### config.mk
export PLATFORM = sky130hd
export DESIGN_NAME = bank_recorder_top
export DESIGN_NICKNAME = d
export VERILOG_FILES = /design/src/design/recorder_pkg.sv /design/src/design/routing_pkg.sv /design/src/design/bank_recorder_top.sv /design/src/design/mem_bank_mux.sv /design/src/design/route_regs.sv /design/src/design/sample_bank.sv
export SDC_FILE = /design/constraint.sdc
export NUM_CORES = 1
export LEC_CHECK = 0
export BUFFER_PORTS_ARGS = -buffer_cell sky130_fd_sc_hd__buf_2
export CORE_UTILIZATION = 35
export DETAILED_ROUTE_END_ITERATION = 8
export PLACE_DENSITY = 0.49
export SLEW_MARGIN = 40
export SYNTH_ARGS = -nofsm -noshare
export SYNTH_HDL_FRONTEND = slang
export SYNTH_SLANG_ARGS = --single-unit
### constraint.sdc
create_clock -name clk -period 5.2 [get_ports clk]
set_input_delay 0.26 -clock clk [delete_from_list [all_inputs] [get_ports clk]]
set_output_delay 0.26 -clock clk [all_outputs]
set_load 0.005 [all_outputs]
### src/design/recorder_pkg.sv
// samples are 3 bits wide; bank depth must stay a power of two for the pointer to cover it.
package recorder_pkg;

    // width of one a/d sample.
    localparam int sample_width = 3;

    // number of recording banks.
    localparam int num_banks = 4;

    // samples held per bank before the pointer wraps.
    localparam int bank_depth = 16;

    localparam int bank_ptr_width = $clog2(bank_depth);

    // one a/d sample.
    typedef logic [sample_width-1:0] sample_t;

    // write and replay pointer of a bank.
    typedef logic [bank_ptr_width-1:0] bank_ptr_t;

    // bit n-1 sets bank n to record.
    typedef logic [num_banks-1:0] record_mask_t;

endpackage

### src/design/routing_pkg.sv
// ten channels with 3-bit selects; any select with the top bit set means live a/d passthrough.
package routing_pkg;

    localparam int num_channels = 10;

    // bits of one channel select.
    localparam int sel_width = 3;

    localparam int route_width = num_channels * sel_width;

    localparam int cfg_addr_width = 4;
    localparam int cfg_data_width = 4;

    typedef logic [sel_width-1:0] chan_sel_t;

    // all selects packed, channel 1 in the lowest field.
    typedef logic [route_width-1:0] route_word_t;

    typedef logic [cfg_addr_width-1:0] cfg_addr_t;
    typedef logic [cfg_data_width-1:0] cfg_data_t;

    // select codes for the four banks.
    localparam chan_sel_t sel_bank_1 = 3'b000;
    localparam chan_sel_t sel_bank_2 = 3'b001;
    localparam chan_sel_t sel_bank_3 = 3'b010;
    localparam chan_sel_t sel_bank_4 = 3'b011;

    // reset value, routes the live sample.
    localparam chan_sel_t sel_passthrough = 3'b100;

    // addresses 0 to 9 hold channel 1 to 10 selects, 11 to 15 are unused.
    localparam cfg_addr_t addr_record_mask = 4'd10;

endpackage

### src/design/bank_recorder_top.sv
// no register readback and no a/d control; the sample source must supply its own strobe.
`timescale 1ns/1ps

module bank_recorder_top (
    input  logic                     clk,
    input  logic                     rst_n,
    input  recorder_pkg::sample_t    adc_sample,
    input  logic                     sample_strobe,
    input  logic                     cfg_we,
    input  routing_pkg::cfg_addr_t   cfg_addr,
    input  routing_pkg::cfg_data_t   cfg_data,
    output recorder_pkg::sample_t    chan_1,
    output recorder_pkg::sample_t    chan_2,
    output recorder_pkg::sample_t    chan_3,
    output recorder_pkg::sample_t    chan_4,
    output recorder_pkg::sample_t    chan_5,
    output recorder_pkg::sample_t    chan_6,
    output recorder_pkg::sample_t    chan_7,
    output recorder_pkg::sample_t    chan_8,
    output recorder_pkg::sample_t    chan_9,
    output recorder_pkg::sample_t    chan_10
);

    routing_pkg::route_word_t    route;
    recorder_pkg::record_mask_t  record_mask;

    recorder_pkg::sample_t play_1;
    recorder_pkg::sample_t play_2;
    recorder_pkg::sample_t play_3;
    recorder_pkg::sample_t play_4;

    route_regs route_regs_inst (
        .clk         (clk),
        .rst_n       (rst_n),
        .cfg_we      (cfg_we),
        .cfg_addr    (cfg_addr),
        .cfg_data    (cfg_data),
        .route       (route),
        .record_mask (record_mask)
    );

    // bank n records when mask bit n-1 is set.
    sample_bank bank_1_inst (
        .clk           (clk),
        .rst_n         (rst_n),
        .sample_strobe (sample_strobe),
        .sample_in     (adc_sample),
        .record        (record_mask[0]),
        .play_out      (play_1)
    );

    sample_bank bank_2_inst (
        .clk           (clk),
        .rst_n         (rst_n),
        .sample_strobe (sample_strobe),
        .sample_in     (adc_sample),
        .record        (record_mask[1]),
        .play_out      (play_2)
    );

    sample_bank bank_3_inst (
        .clk           (clk),
        .rst_n         (rst_n),
        .sample_strobe (sample_strobe),
        .sample_in     (adc_sample),
        .record        (record_mask[2]),
        .play_out      (play_3)
    );

    sample_bank bank_4_inst (
        .clk           (clk),
        .rst_n         (rst_n),
        .sample_strobe (sample_strobe),
        .sample_in     (adc_sample),
        .record        (record_mask[3]),
        .play_out      (play_4)
    );

    mem_bank_mux mem_bank_mux_inst (
        .ctrl           (route),
        .ad_passthrough (adc_sample),
        .buf_1          (play_1),
        .buf_2          (play_2),
        .buf_3          (play_3),
        .buf_4          (play_4),
        .chan_1         (chan_1),
        .chan_2         (chan_2),
        .chan_3         (chan_3),
        .chan_4         (chan_4),
        .chan_5         (chan_5),
        .chan_6         (chan_6),
        .chan_7         (chan_7),
        .chan_8         (chan_8),
        .chan_9         (chan_9),
        .chan_10        (chan_10)
    );

endmodule

### src/design/mem_bank_mux.sv
// purely combinational; channels follow the select word and the live sample in the same cycle.
`timescale 1ns/1ps

module mem_bank_mux (
    input  routing_pkg::route_word_t  ctrl,
    input  recorder_pkg::sample_t     ad_passthrough,
    input  recorder_pkg::sample_t     buf_1,
    input  recorder_pkg::sample_t     buf_2,
    input  recorder_pkg::sample_t     buf_3,
    input  recorder_pkg::sample_t     buf_4,
    output recorder_pkg::sample_t     chan_1,
    output recorder_pkg::sample_t     chan_2,
    output recorder_pkg::sample_t     chan_3,
    output recorder_pkg::sample_t     chan_4,
    output recorder_pkg::sample_t     chan_5,
    output recorder_pkg::sample_t     chan_6,
    output recorder_pkg::sample_t     chan_7,
    output recorder_pkg::sample_t     chan_8,
    output recorder_pkg::sample_t     chan_9,
    output recorder_pkg::sample_t     chan_10
);

    localparam int w = routing_pkg::sel_width;

    // one source for one select code, top bit set means passthrough.
    function automatic recorder_pkg::sample_t pick_source(
        input routing_pkg::chan_sel_t sel,
        input recorder_pkg::sample_t  pass,
        input recorder_pkg::sample_t  b1,
        input recorder_pkg::sample_t  b2,
        input recorder_pkg::sample_t  b3,
        input recorder_pkg::sample_t  b4
    );
        recorder_pkg::sample_t src;
        case (sel)
            routing_pkg::sel_bank_1: src = b1;
            routing_pkg::sel_bank_2: src = b2;
            routing_pkg::sel_bank_3: src = b3;
            routing_pkg::sel_bank_4: src = b4;
            default:                 src = pass;
        endcase
        return src;
    endfunction

    always_comb
    begin
        chan_1  = pick_source(ctrl[0*w +: w], ad_passthrough, buf_1, buf_2, buf_3, buf_4);
        chan_2  = pick_source(ctrl[1*w +: w], ad_passthrough, buf_1, buf_2, buf_3, buf_4);
        chan_3  = pick_source(ctrl[2*w +: w], ad_passthrough, buf_1, buf_2, buf_3, buf_4);
        chan_4  = pick_source(ctrl[3*w +: w], ad_passthrough, buf_1, buf_2, buf_3, buf_4);
        chan_5  = pick_source(ctrl[4*w +: w], ad_passthrough, buf_1, buf_2, buf_3, buf_4);
        chan_6  = pick_source(ctrl[5*w +: w], ad_passthrough, buf_1, buf_2, buf_3, buf_4);
        chan_7  = pick_source(ctrl[6*w +: w], ad_passthrough, buf_1, buf_2, buf_3, buf_4);
        chan_8  = pick_source(ctrl[7*w +: w], ad_passthrough, buf_1, buf_2, buf_3, buf_4);
        chan_9  = pick_source(ctrl[8*w +: w], ad_passthrough, buf_1, buf_2, buf_3, buf_4);
        chan_10 = pick_source(ctrl[9*w +: w], ad_passthrough, buf_1, buf_2, buf_3, buf_4);
    end

endmodule

### src/design/route_regs.sv
// write-only config registers; writes to addresses 11 to 15 are dropped without any response.
`timescale 1ns/1ps

module route_regs (
    input  logic                        clk,
    input  logic                        rst_n,
    input  logic                        cfg_we,
    input  routing_pkg::cfg_addr_t      cfg_addr,
    input  routing_pkg::cfg_data_t      cfg_data,
    output routing_pkg::route_word_t    route,
    output recorder_pkg::record_mask_t  record_mask
);

    // one select per channel, index 0 is channel 1.
    routing_pkg::chan_sel_t sel [routing_pkg::num_channels];

    logic sel_hit;
    logic mask_hit;

    // address decode.
    always_comb
    begin
        mask_hit = cfg_we && (cfg_addr == routing_pkg::addr_record_mask);
        sel_hit  = cfg_we && (cfg_addr < routing_pkg::addr_record_mask);
    end

    always_ff @(posedge clk)
    begin
        if (!rst_n)
        begin
            for (int i = 0; i < routing_pkg::num_channels; i++)
            begin
                sel[i] <= routing_pkg::sel_passthrough;
            end
        end
        else if (sel_hit)
        begin
            // only the low bits of the data carry a select.
            sel[cfg_addr] <= cfg_data[routing_pkg::sel_width-1:0];
        end
    end

    always_ff @(posedge clk)
    begin
        if (!rst_n)
        begin
            record_mask <= '0;
        end
        else if (mask_hit)
        begin
            record_mask <= recorder_pkg::record_mask_t'(cfg_data);
        end
    end

    // pack the selects, channel 1 lowest.
    always_comb
    begin
        for (int i = 0; i < routing_pkg::num_channels; i++)
        begin
            route[i*routing_pkg::sel_width +: routing_pkg::sel_width] = sel[i];
        end
    end

endmodule

### src/design/sample_bank.sv
// one bank; steps only on sample_strobe and replays zeros until something has been recorded.
`timescale 1ns/1ps

module sample_bank (
    input  logic                   clk,
    input  logic                   rst_n,
    input  logic                   sample_strobe,
    input  recorder_pkg::sample_t  sample_in,
    input  logic                   record,
    output recorder_pkg::sample_t  play_out
);

    // sample loop storage.
    recorder_pkg::sample_t mem [recorder_pkg::bank_depth];

    recorder_pkg::bank_ptr_t ptr;
    recorder_pkg::bank_ptr_t ptr_next;

    // last slot wraps back to the start of the loop.
    always_comb
    begin
        if (ptr == recorder_pkg::bank_ptr_t'(recorder_pkg::bank_depth - 1))
            ptr_next = '0;
        else
            ptr_next = ptr + 1'b1;
    end

    // pointer advances on every strobe, recording or not.
    always_ff @(posedge clk)
    begin
        if (!rst_n)
        begin
            ptr <= '0;
        end
        else if (sample_strobe)
        begin
            ptr <= ptr_next;
        end
    end

    always_ff @(posedge clk)
    begin
        if (!rst_n)
        begin
            for (int i = 0; i < recorder_pkg::bank_depth; i++)
            begin
                mem[i] <= '0;
            end
        end
        else if (sample_strobe && record)
        begin
            mem[ptr] <= sample_in;
        end
    end

    // recording shows the new sample at once, replay shows the stored word.
    always_ff @(posedge clk)
    begin
        if (!rst_n)
        begin
            play_out <= '0;
        end
        else if (sample_strobe)
        begin
            if (record)
            begin
                play_out <= sample_in;
            end
            else
            begin
                play_out <= mem[ptr];
            end
        end
    end

endmodule

==> results_dict.tcl, run 1 <==
set metrics [dict create \
    min_period_ps 2360 \
    tightest_slew_ps 758 \
    cellPowerDensity_nw_per_um2 331 \
    io_buffers 44 \
    cp.arrival_ps 2100 \
    post-route-period-util_pct 45.5 \
    synth_top_area_share_pct 50.2 \
    cts_buffer_depth 3 \
    grt_max_degree 52 \
    synth_mux_area_share_pct 16.6 \
    syn_area_um2 13300 \
    clk_pin_slew_ps 60 \
    row_count 71 \
    worstHoldPathType "input port to flop" \
    synth_adder_area_share_pct 1.51 \
    totalWireLength_um 31900 \
    max-vdd-ir-drop_mv 0.252 \
    status "complete, no violations" \
    rsz0062_at_grt "false" \
    use_met1_pct 21.9 \
    wl_per_cell_um 20.1 \
    relSlewSlack_pct 48.8 \
    critPathRequiredTime_ps 4940 \
    cts_tree "yes" \
    power_mw 4.93 \
    gr-max-usage-layer "met2" \
    use_met3_pct 2.38 \
    synth_top_family_by_area "simple AND/OR/NAND/NOR gates" \
    clock_sinks 254 \
    ioPinCount 45 \
    dieArea_um2 38800 \
    fin_worst_skew_ps 10.6 \
    leakagePower_nw 5.25 \
    finalSetupTns_ps 0 \
    syn_nets 1087 \
    antenna_left 0 \
    use_met2_pct 29.2 \
    synth_area_leaders "edfxtp_1 (50%), mux4_2 (11%), and2_1 (9.5%)" \
    grt_use_total_pct 16.9 \
    antenna_found_initial 0 \
    fmax_ghz 0.423 \
    ys_ff_latch 254 \
    layout.nets 1086 \
    ys_warn_count 0 \
    grt-ovfl-total 0 \
    area_growth_pct 11.9 \
    worstSetupPathType "flop to output port" \
    synth-compound-area-share_pct 6.52 \
    worstSkewPairLatency_ps 570 \
    finalMaxSlewViolations 0 \
    drt_pass1_iterations 7 \
    whs_ps 19.5 \
    antenna_cells 0 \
    htree_num_levels 1 \
    yosys.area_share.simple_pct 16.8 \
    die-height_um 197 \
    grt_first_pass_wirelength_um 49900 \
    drt-initial-drc-count 400 \
    setup_violations 0 \
    synth_edf_count 222 \
    coreArea_um2 37500 \
    gp_congestion 0.757 \
    worstPathMaxFanout 12 \
    avgSynthCellArea_um2 12.6 \
    ys_dominant_reg_cell "edfxtp_1" \
    finalHoldViolations 0 \
    die_w_um 197 \
    final_util_pct 39.7 \
    start_util_pct 35.5 \
    yosysUniqueCellTypes 42 \
    drc_errors 0 \
    hpwl_um 20600 \
    yosysTopAreaCell "edfxtp_1" \
    via_per_inst 5.14 \
    syn_inst 1056 \
    drive_gt1_share_pct 19.2 \
    grt_pass1_vias 8517 \
    cts_buffers 30 \
    cts_root_buffer "clkbuf_16" \
    async_flop_share_pct 0 \
    seq_area_frac_synth_pct 55.0 \
    vias 8170 \
    crit_path_start_kind "flop" \
    cp-end-kind "output port" \
    cts_resized 0 \
    synth_xor_area_share_pct 0.264 \
    maxCapViolCount 0 \
]
## cell families (layout without fill, tap and decap cells)
logic type | count (synthesis) | in the layout
simple gates | 411 | 411
flops | 254 | 254
compound gates | 154 | 154
mux | 117 | 117
buf+inv | 100 | 123
fa+ha+maj | 16 | 16
xor+xnor | 4 | 4
## critical path: stages (launching register included)
cell and delay [ps]:
dfxtp_1 530, mux4_2 550, mux2_2 310, buf_2 140
## placed cells by master (no fill, tap or decap), types with 5 or more instances in the layout
master / instances
inv_1: 10
dfxtp_2: 6
nand4_1: 6
nor2_1: 85
clkinv_2: 7
nor3_1: 6
nand3_1: 9
nand2b_1: 16
mux2_2: 30
nor2b_1: 22
a22oi_1: 18
a211oi_1: 6
or2_1: 5
mux2i_1: 9
o21ai_0: 11
buf_2: 41
and3_1: 5
mux4_2: 65
mux4_1: 11
nand2_1: 49
and2_1: 201
buf_4: 10
clkbuf_16: 31
o21ai_1: 68
dfxtp_1: 26
edfxtp_1: 222
a21oi_1: 40
ha_1: 16
## layer usage
metal	vias to the layer above	wire length, um
met5	-	0
met4	0	851
met3	59	1110
met2	147	15900
met1	4080	14100
li1	3884	-
## synthesized netlist by cell type, types with 18 or more instances
cell type,instances
a21oi_1,40
edfxtp_1,222
nand2_1,49
and2_1,201
a22oi_1,18
nor2b_1,22
nor2_1,85
mux2_2,30
o21ai_1,68
clkbuf_1,68
mux4_2,65
dfxtp_1,32
## final timing paths
kind	endpoint	slack [ps]	start	cells after the start
setup reg to reg	bank_2_inst.play_out[2]$_SDFFE_PN0P_	3130	bank_2_inst.ptr[0]$_SDFFE_PN0P_	4
hold reg to reg	route_regs_inst.record_mask[0]$_SDFFE_PN0P_	540	route_regs_inst.record_mask[0]$_SDFFE_PN0P_	2
setup / recovery	chan_7[1]	2840	bank_4_inst.play_out[1]$_SDFFE_PN0P_	3
hold / removal	bank_1_inst.play_out[1]$_SDFFE_PN0P_	20	sample_strobe	2
## where the power goes
part	total, mW	internal [mW]	switching [mW]
sequential	2.38	2.29	0.0940
combinational	0.363	0.178	0.184
clock	2.18	1.32	0.860
## layout make-up
class / count / area, um^2
clock inverter: 20 / 214
tap: 511 / 639
timing repair buffer: 53 / 300
clock buffer: 36 / 825
multi-input combinational: 702 / 5530
fill: 3610 / 22600
sequential: 254 / 7310
inverter: 14 / 52.6
## metrics by stage
stage / worst slack [ps] / cells / instance area (um^2)
after detailed placement: 2700 / 1532 / 13800
after global placement: 2730 / 1532 / 13800
after global routing: 2810 / 1590 / 14900
after floorplan: 3530 / 1056 / 13300
after CTS: 2850 / 1590 / 14900
final: 2840 / 1590 / 14900
## registers in the layout, indices dropped and copies added (netlist names), 30 cells and up
name	cells
bank_1_inst.mem	48
bank_2_inst.mem	48
bank_3_inst.mem	48
bank_4_inst.mem	48
route_regs_inst.sel	30
## what timing repair did
item | CTS | global route
setup buffers | 0 | 0
endpoints found under the hold margin | 2 | 0
hold buffers | 2 | 0
(Power assumes the default switching activity.)
==> run 2, diff against run 1 <==
==> constraint.sdc (replaced) <==
create_clock -name clk -period 2.2 [get_ports clk]
set_input_delay 0.11 -clock clk [delete_from_list [all_inputs] [get_ports clk]]
set_output_delay 0.11 -clock clk [all_outputs]
set_load 0.005 [all_outputs]
==> run 2 against run 1 <==
  * First-iteration DRC count up 32%
  * Final cell count up 1.8%
  * Total power up 140%
  * Wire length up 2.9%
  * Critical endpoint is now chan_8[1]
  * Largest cell class unchanged
  * Highest routed layer unchanged
==> results_dict.tcl, run 2 (synthesis results as in run 1) <==
set metrics [dict create \
    status "complete, no violations" \
    ff2ff_setup_slack_ps 230 \
    worstPathMaxFanout 11 \
    setup_violations 0 \
    path_buf_inv 1 \
    leakagePower_nw 5.40 \
    grt_use_total_pct 17.4 \
    vias 8348 \
    use_met1_pct 22.4 \
    worstHoldPathType "input port to flop" \
    drt-initial-drc-count 527 \
    gr-max-usage-layer "met2" \
    cellPowerDensity_nw_per_um2 769 \
    design_area_um2 15200 \
    dieArea_um2 38800 \
    min_to "bank_4_inst.mem[13][2]$_SDFFCE_PN0P_" \
    via_per_inst 5.16 \
    antenna_cells 0 \
    min_period_ps 2160 \
    drc_errors 0 \
    antenna_found_initial 0 \
    finalHoldViolations 0 \
    cp-end-kind "output port" \
    n_fill_cell 3576 \
    start_util_pct 35.5 \
    crit_slowest_cell "mux4_2" \
    row_count 71 \
    multi_input_area_um2 5530 \
    hold_depth 2 \
    die_w_um 197 \
    grt_pass1_vias 8775 \
    hp-start "adc_sample[2]" \
    ioPinCount 45 \
    gp_congestion 0.757 \
    final_common_cell "edfxtp_1" \
    area_growth_pct 14.0 \
    crit_path_start_kind "flop" \
    worstSetupPathType "flop to output port" \
    layout.nets 1117 \
    r2r_end "bank_2_inst.play_out[2]$_SDFFE_PN0P_" \
    power_mw 11.7 \
    tightest_slew_ps 603 \
    htree_num_levels 1 \
    antenna_left 0 \
    io_buffers 44 \
    final_cell_mix "edfxtp_1 (222), and2_1 (201), nor2_1 (85)" \
    worstSkewPairLatency_ps 560 \
    clk_pin_slew_ps 60 \
    hpwl_um 21500 \
    drive_gt1_share_pct 20.1 \
    clock_sinks 254 \
    relSlewSlack_pct 59.3 \
    cpPeakStageDelay_ps 530 \
    totalWireLength_um 32900 \
    maxCapViolCount 0 \
    post_cts.repair.setup_buffers 0 \
    cts_tree "yes" \
    wl_per_cell_um 20.3 \
    drt_pass1_iterations 4 \
    cts_buffers 29 \
    cts_buffer_depth 3 \
    post-route-period-util_pct 98.1 \
    rsz0062_at_grt "false" \
    regArea_um2 7310 \
    cts_root_buffer "clkbuf_16" \
    fmax_ghz 0.463 \
    fin_worst_skew_ps 15.6 \
    finalMaxSlewViolations 0 \
    r2r_start "bank_2_inst.ptr[0]$_SDFFE_PN0P_" \
    grt_first_pass_wirelength_um 51600 \
    path_delay_family "multiplexers" \
    use_met2_pct 30.7 \
    grt_max_degree 79 \
    max-vdd-ir-drop_mv 0.645 \
    finalSetupTns_ps 0 \
    crit_chain "mux4_2 > mux2_2 > buf_2" \
    cp.arrival_ps 2050 \
    critPathRequiredTime_ps 2090 \
    grt-ovfl-total 0 \
    die-height_um 197 \
    coreArea_um2 37500 \
    use_met3_pct 2.31 \
    place_area_um2 14100 \
    rr_worst_depth 5 \
]
-- run 2: cell types whose count changed in the layout (fill, tap and decap cells not counted), moves of 4 or more --
cell	previous run	this run
buf_4	10	31
clkbuf_1	2	9
buf_12	0	6
clkinv_2	7	3
dfxtp_1	26	30
dfxtp_2	6	2
dlygate4sd3_1	2	6
-- run 2: worst max path at each step --
| stage | end | start | slack [ps] | depth (start not counted) |
|---|---|---|---|---|
| 4_1_cts | chan_8[1] | bank_2_inst.play_out[1]$_SDFFE_PN0P_ | 20 | 3 |
| 3_5_place_dp | bank_2_inst.play_out[2]$_SDFFE_PN0P_ | bank_2_inst.ptr[0]$_SDFFE_PN0P_ | 210 | 5 |
| 6_report | chan_8[1] | bank_1_inst.play_out[1]$_SDFFE_PN0P_ | 40 | 3 |
| 5_1_grt | chan_8[2] | bank_1_inst.play_out[2]$_SDFFE_PN0P_ | 6 | 3 |
| 3_3_place_gp | bank_2_inst.play_out[2]$_SDFFE_PN0P_ | bank_2_inst.ptr[0]$_SDFFE_PN0P_ | 220 | 5 |
| 2_1_floorplan | bank_3_inst.play_out[1]$_SDFFE_PN0P_ | bank_3_inst.ptr[0]$_SDFFE_PN0P_ | 530 | 7 |
-- run 2: through the flow --
stage / util (%) / worst slack [ps] / std cells / hold slack [ps]
4_1_cts: 40.4 / 22.0 / 1619 / 3.21
5_1_grt: 40.4 / 5.51 / 1619 / 26.6
3_3_place_gp: 37.6 / 222 / 1560 / 426
3_5_place_dp: 37.6 / 213 / 1560 / 426
2_1_floorplan: - / 525 / 1056 / 276
6_report: 40.4 / 42.5 / 1619 / 17.7
-- run 2: report_power, final --
| part | internal, mW | switching [mW] | total (mW) | leakage [nW] |
|---|---|---|---|---|
| clock network | 3.11 | 1.99 | 5.10 | 0.478 |
| logic | 0.473 | 0.498 | 0.970 | 2.39 |
| registers | 5.41 | 0.174 | 5.58 | 2.54 |
-- run 2: area by class of cell --
class	instances	share of cell area [%]
clock buffer	41	5.29
multi-input combinational	702	36.5
clock inverter	12	1.27
sequential	254	48.2
tap	511	4.22
timing repair buffer	85	4.11
inverter	14	0.347
-- run 2: per-layer routing --
layer	wire length [um]	up-vias
met5	0	-
met4	836	0
met3	1060	56
met2	16600	164
met1	14400	4196
li1	-	3932
-- run 2: timing repair --
| action | in CTS | in global routing |
|---|---|---|
| hold buffers | 6 | 0 |
| setup endpoints to repair | 4 | 1 |
| gates resized for setup | 1 | 1 |
| hold endpoints to repair | 11 | 0 |
==> run 3, diff against run 2 <==
==> constraint.sdc (replaced) <==
create_clock -name clk -period 2.74 [get_ports clk]
set_input_delay 0.137 -clock clk [delete_from_list [all_inputs] [get_ports clk]]
set_output_delay 0.137 -clock clk [all_outputs]
set_load 0.005 [all_outputs]
==> run 3 against run 2 <==
  * Wire length shrank 3.6%
  * Critical endpoint is now chan_5[1]
  * Global-route usage decreased by 0.83 points
  * First-iteration DRC count decreased by 21%
  * Largest cell class unchanged
  * Final cell count shrank 0.37%
  * Clock skew grew 3.6 ps
  * Sequential share of layout area increased by 0.57 points
  * Core utilization fell by 0.49 points
  * Highest routed layer unchanged
  * Critical path depth did not move
==> results_dict.tcl, run 3 (synthesis results as in run 1) <==
set metrics [dict create \
    critPathRequiredTime_ps 2600 \
    finalSetupTns_ps 0 \
    max-vdd-ir-drop_mv 0.443 \
    min_period_ps 2150 \
    finalMaxSlewViolations 0 \
    drt_pass1_iterations 5 \
    start_util_pct 35.5 \
    row_count 71 \
    finalHoldViolations 0 \
    final_cell_mix "edfxtp_1 (222), and2_1 (201), nor2_1 (85)" \
    worstSetupPathType "flop to output port" \
    dieArea_um2 38800 \
    totalWireLength_um 31700 \
    layout.nets 1110 \
    vias 8144 \
    relSlewSlack_pct 48.3 \
    cp-end-kind "output port" \
    grt_pass1_vias 8356 \
    dp_cells 1552 \
    wl_per_cell_um 19.7 \
    cts_buffer_depth 3 \
    htree_num_levels 1 \
    final_common_cell "edfxtp_1" \
    area_growth_pct 12.6 \
    via_per_inst 5.05 \
    drt-initial-drc-count 418 \
    grt_use_total_pct 16.6 \
    whs_ps 41.7 \
    fmax_ghz 0.464 \
    leakagePower_nw 5.33 \
    tightest_slew_ps 775 \
    rsz0062_at_grt "false" \
    antenna_found_initial 0 \
    setup_violations 0 \
    clock_sinks 254 \
    worstSkewPairLatency_ps 570 \
    gp_congestion 0.780 \
    die-height_um 197 \
    worstPathMaxFanout 11 \
    cts_buffers 29 \
    drc_errors 0 \
    grt-ovfl-total 0 \
    grt_first_pass_wirelength_um 48900 \
    hpwl_um 21400 \
    n_fill_cell 3656 \
    cts_root_buffer "clkbuf_16" \
    final_cells 1613 \
    antenna_left 0 \
    io_buffers 44 \
    die_w_um 197 \
    cts_tree "yes" \
    coreArea_um2 37500 \
    fin_worst_skew_ps 19.2 \
    grt_max_degree 38 \
    ioPinCount 45 \
    crit_path_start_kind "flop" \
    cp.arrival_ps 2020 \
    drive_gt1_share_pct 19.4 \
    worstHoldPathType "input port to flop" \
    antenna_cells 0 \
    cellPowerDensity_nw_per_um2 602 \
    maxCapViolCount 0 \
    status "complete, no violations" \
    clk_pin_slew_ps 60 \
    post-route-period-util_pct 78.6 \
]
run 3: cell count changes in the layout (fill, tap and decap cells not counted), sizes merged:
cell         delta
buf             -8
clkinv          +8
clkbuf          -4
bufinv          -3
clkinvlp        -1
dlygate4sd3     +1
inv             +1
run 3: final timing paths:
path	startpoint	end	slack [ps]	cells past startpoint
hold / removal	cfg_we	route_regs_inst.sel[7][2]$_SDFFCE_PN1P_	40	4
setup / recovery	bank_3_inst.play_out[1]$_SDFFE_PN0P_	chan_5[1]	590	3
hold reg to reg	route_regs_inst.record_mask[1]$_SDFFE_PN0P_	route_regs_inst.record_mask[1]$_SDFFE_PN0P_	540	2
setup reg to reg	bank_1_inst.ptr[0]$_SDFFE_PN0P_	bank_1_inst.play_out[2]$_SDFFE_PN0P_	670	5
run 3: layout make-up:
cell class / count / area (um^2) / area share (%)
inverter: 14 / 52.6 / 0.351
timing repair buffer: 78 / 520 / 3.48
clock buffer: 37 / 776 / 5.18
tap: 511 / 639 / 4.27
multi-input combinational: 702 / 5530 / 37.0
clock inverter: 17 / 140 / 0.936
sequential: 254 / 7310 / 48.8
run 3: worst max-delay path, stage by stage (launching register included):
cell     delay (ps)
dfxtp_1         480
mux4_2          520
mux2_2          310
buf_2           140
run 3: metrics by stage:
step	util (%)	instance area [um^2]	power, mW	worst slack [ps]
finish	39.9	15000	9.00	587
CTS	39.9	15000	9.10	560
floorplan	-	13300	5.04	1070
global placement	37.3	14000	5.32	681
detailed placement	37.3	14000	5.32	671
global route	39.9	15000	9.29	499
run 3: where the power goes:
group	switching [mW]	total, mW	internal [mW]	leakage, nW
Combinational	0.377	0.745	0.368	2.34
Sequential	0.147	4.49	4.34	2.53
Clock	1.59	3.77	2.18	0.453
run 3: timing repair:
item	CTS	global route
buffers inserted	0	0
hold endpoints to repair	12	0
gates resized for setup	0	0
hold buffers	7	0
run 3: routing by layer:
metal	track usage, %	wire (um)	up-vias
met5	0	0	-
met4	5.25	894	0
met3	2.33	772	52
met2	28.6	15900	98
met1	21.5	14100	4055
li1	-	-	3939
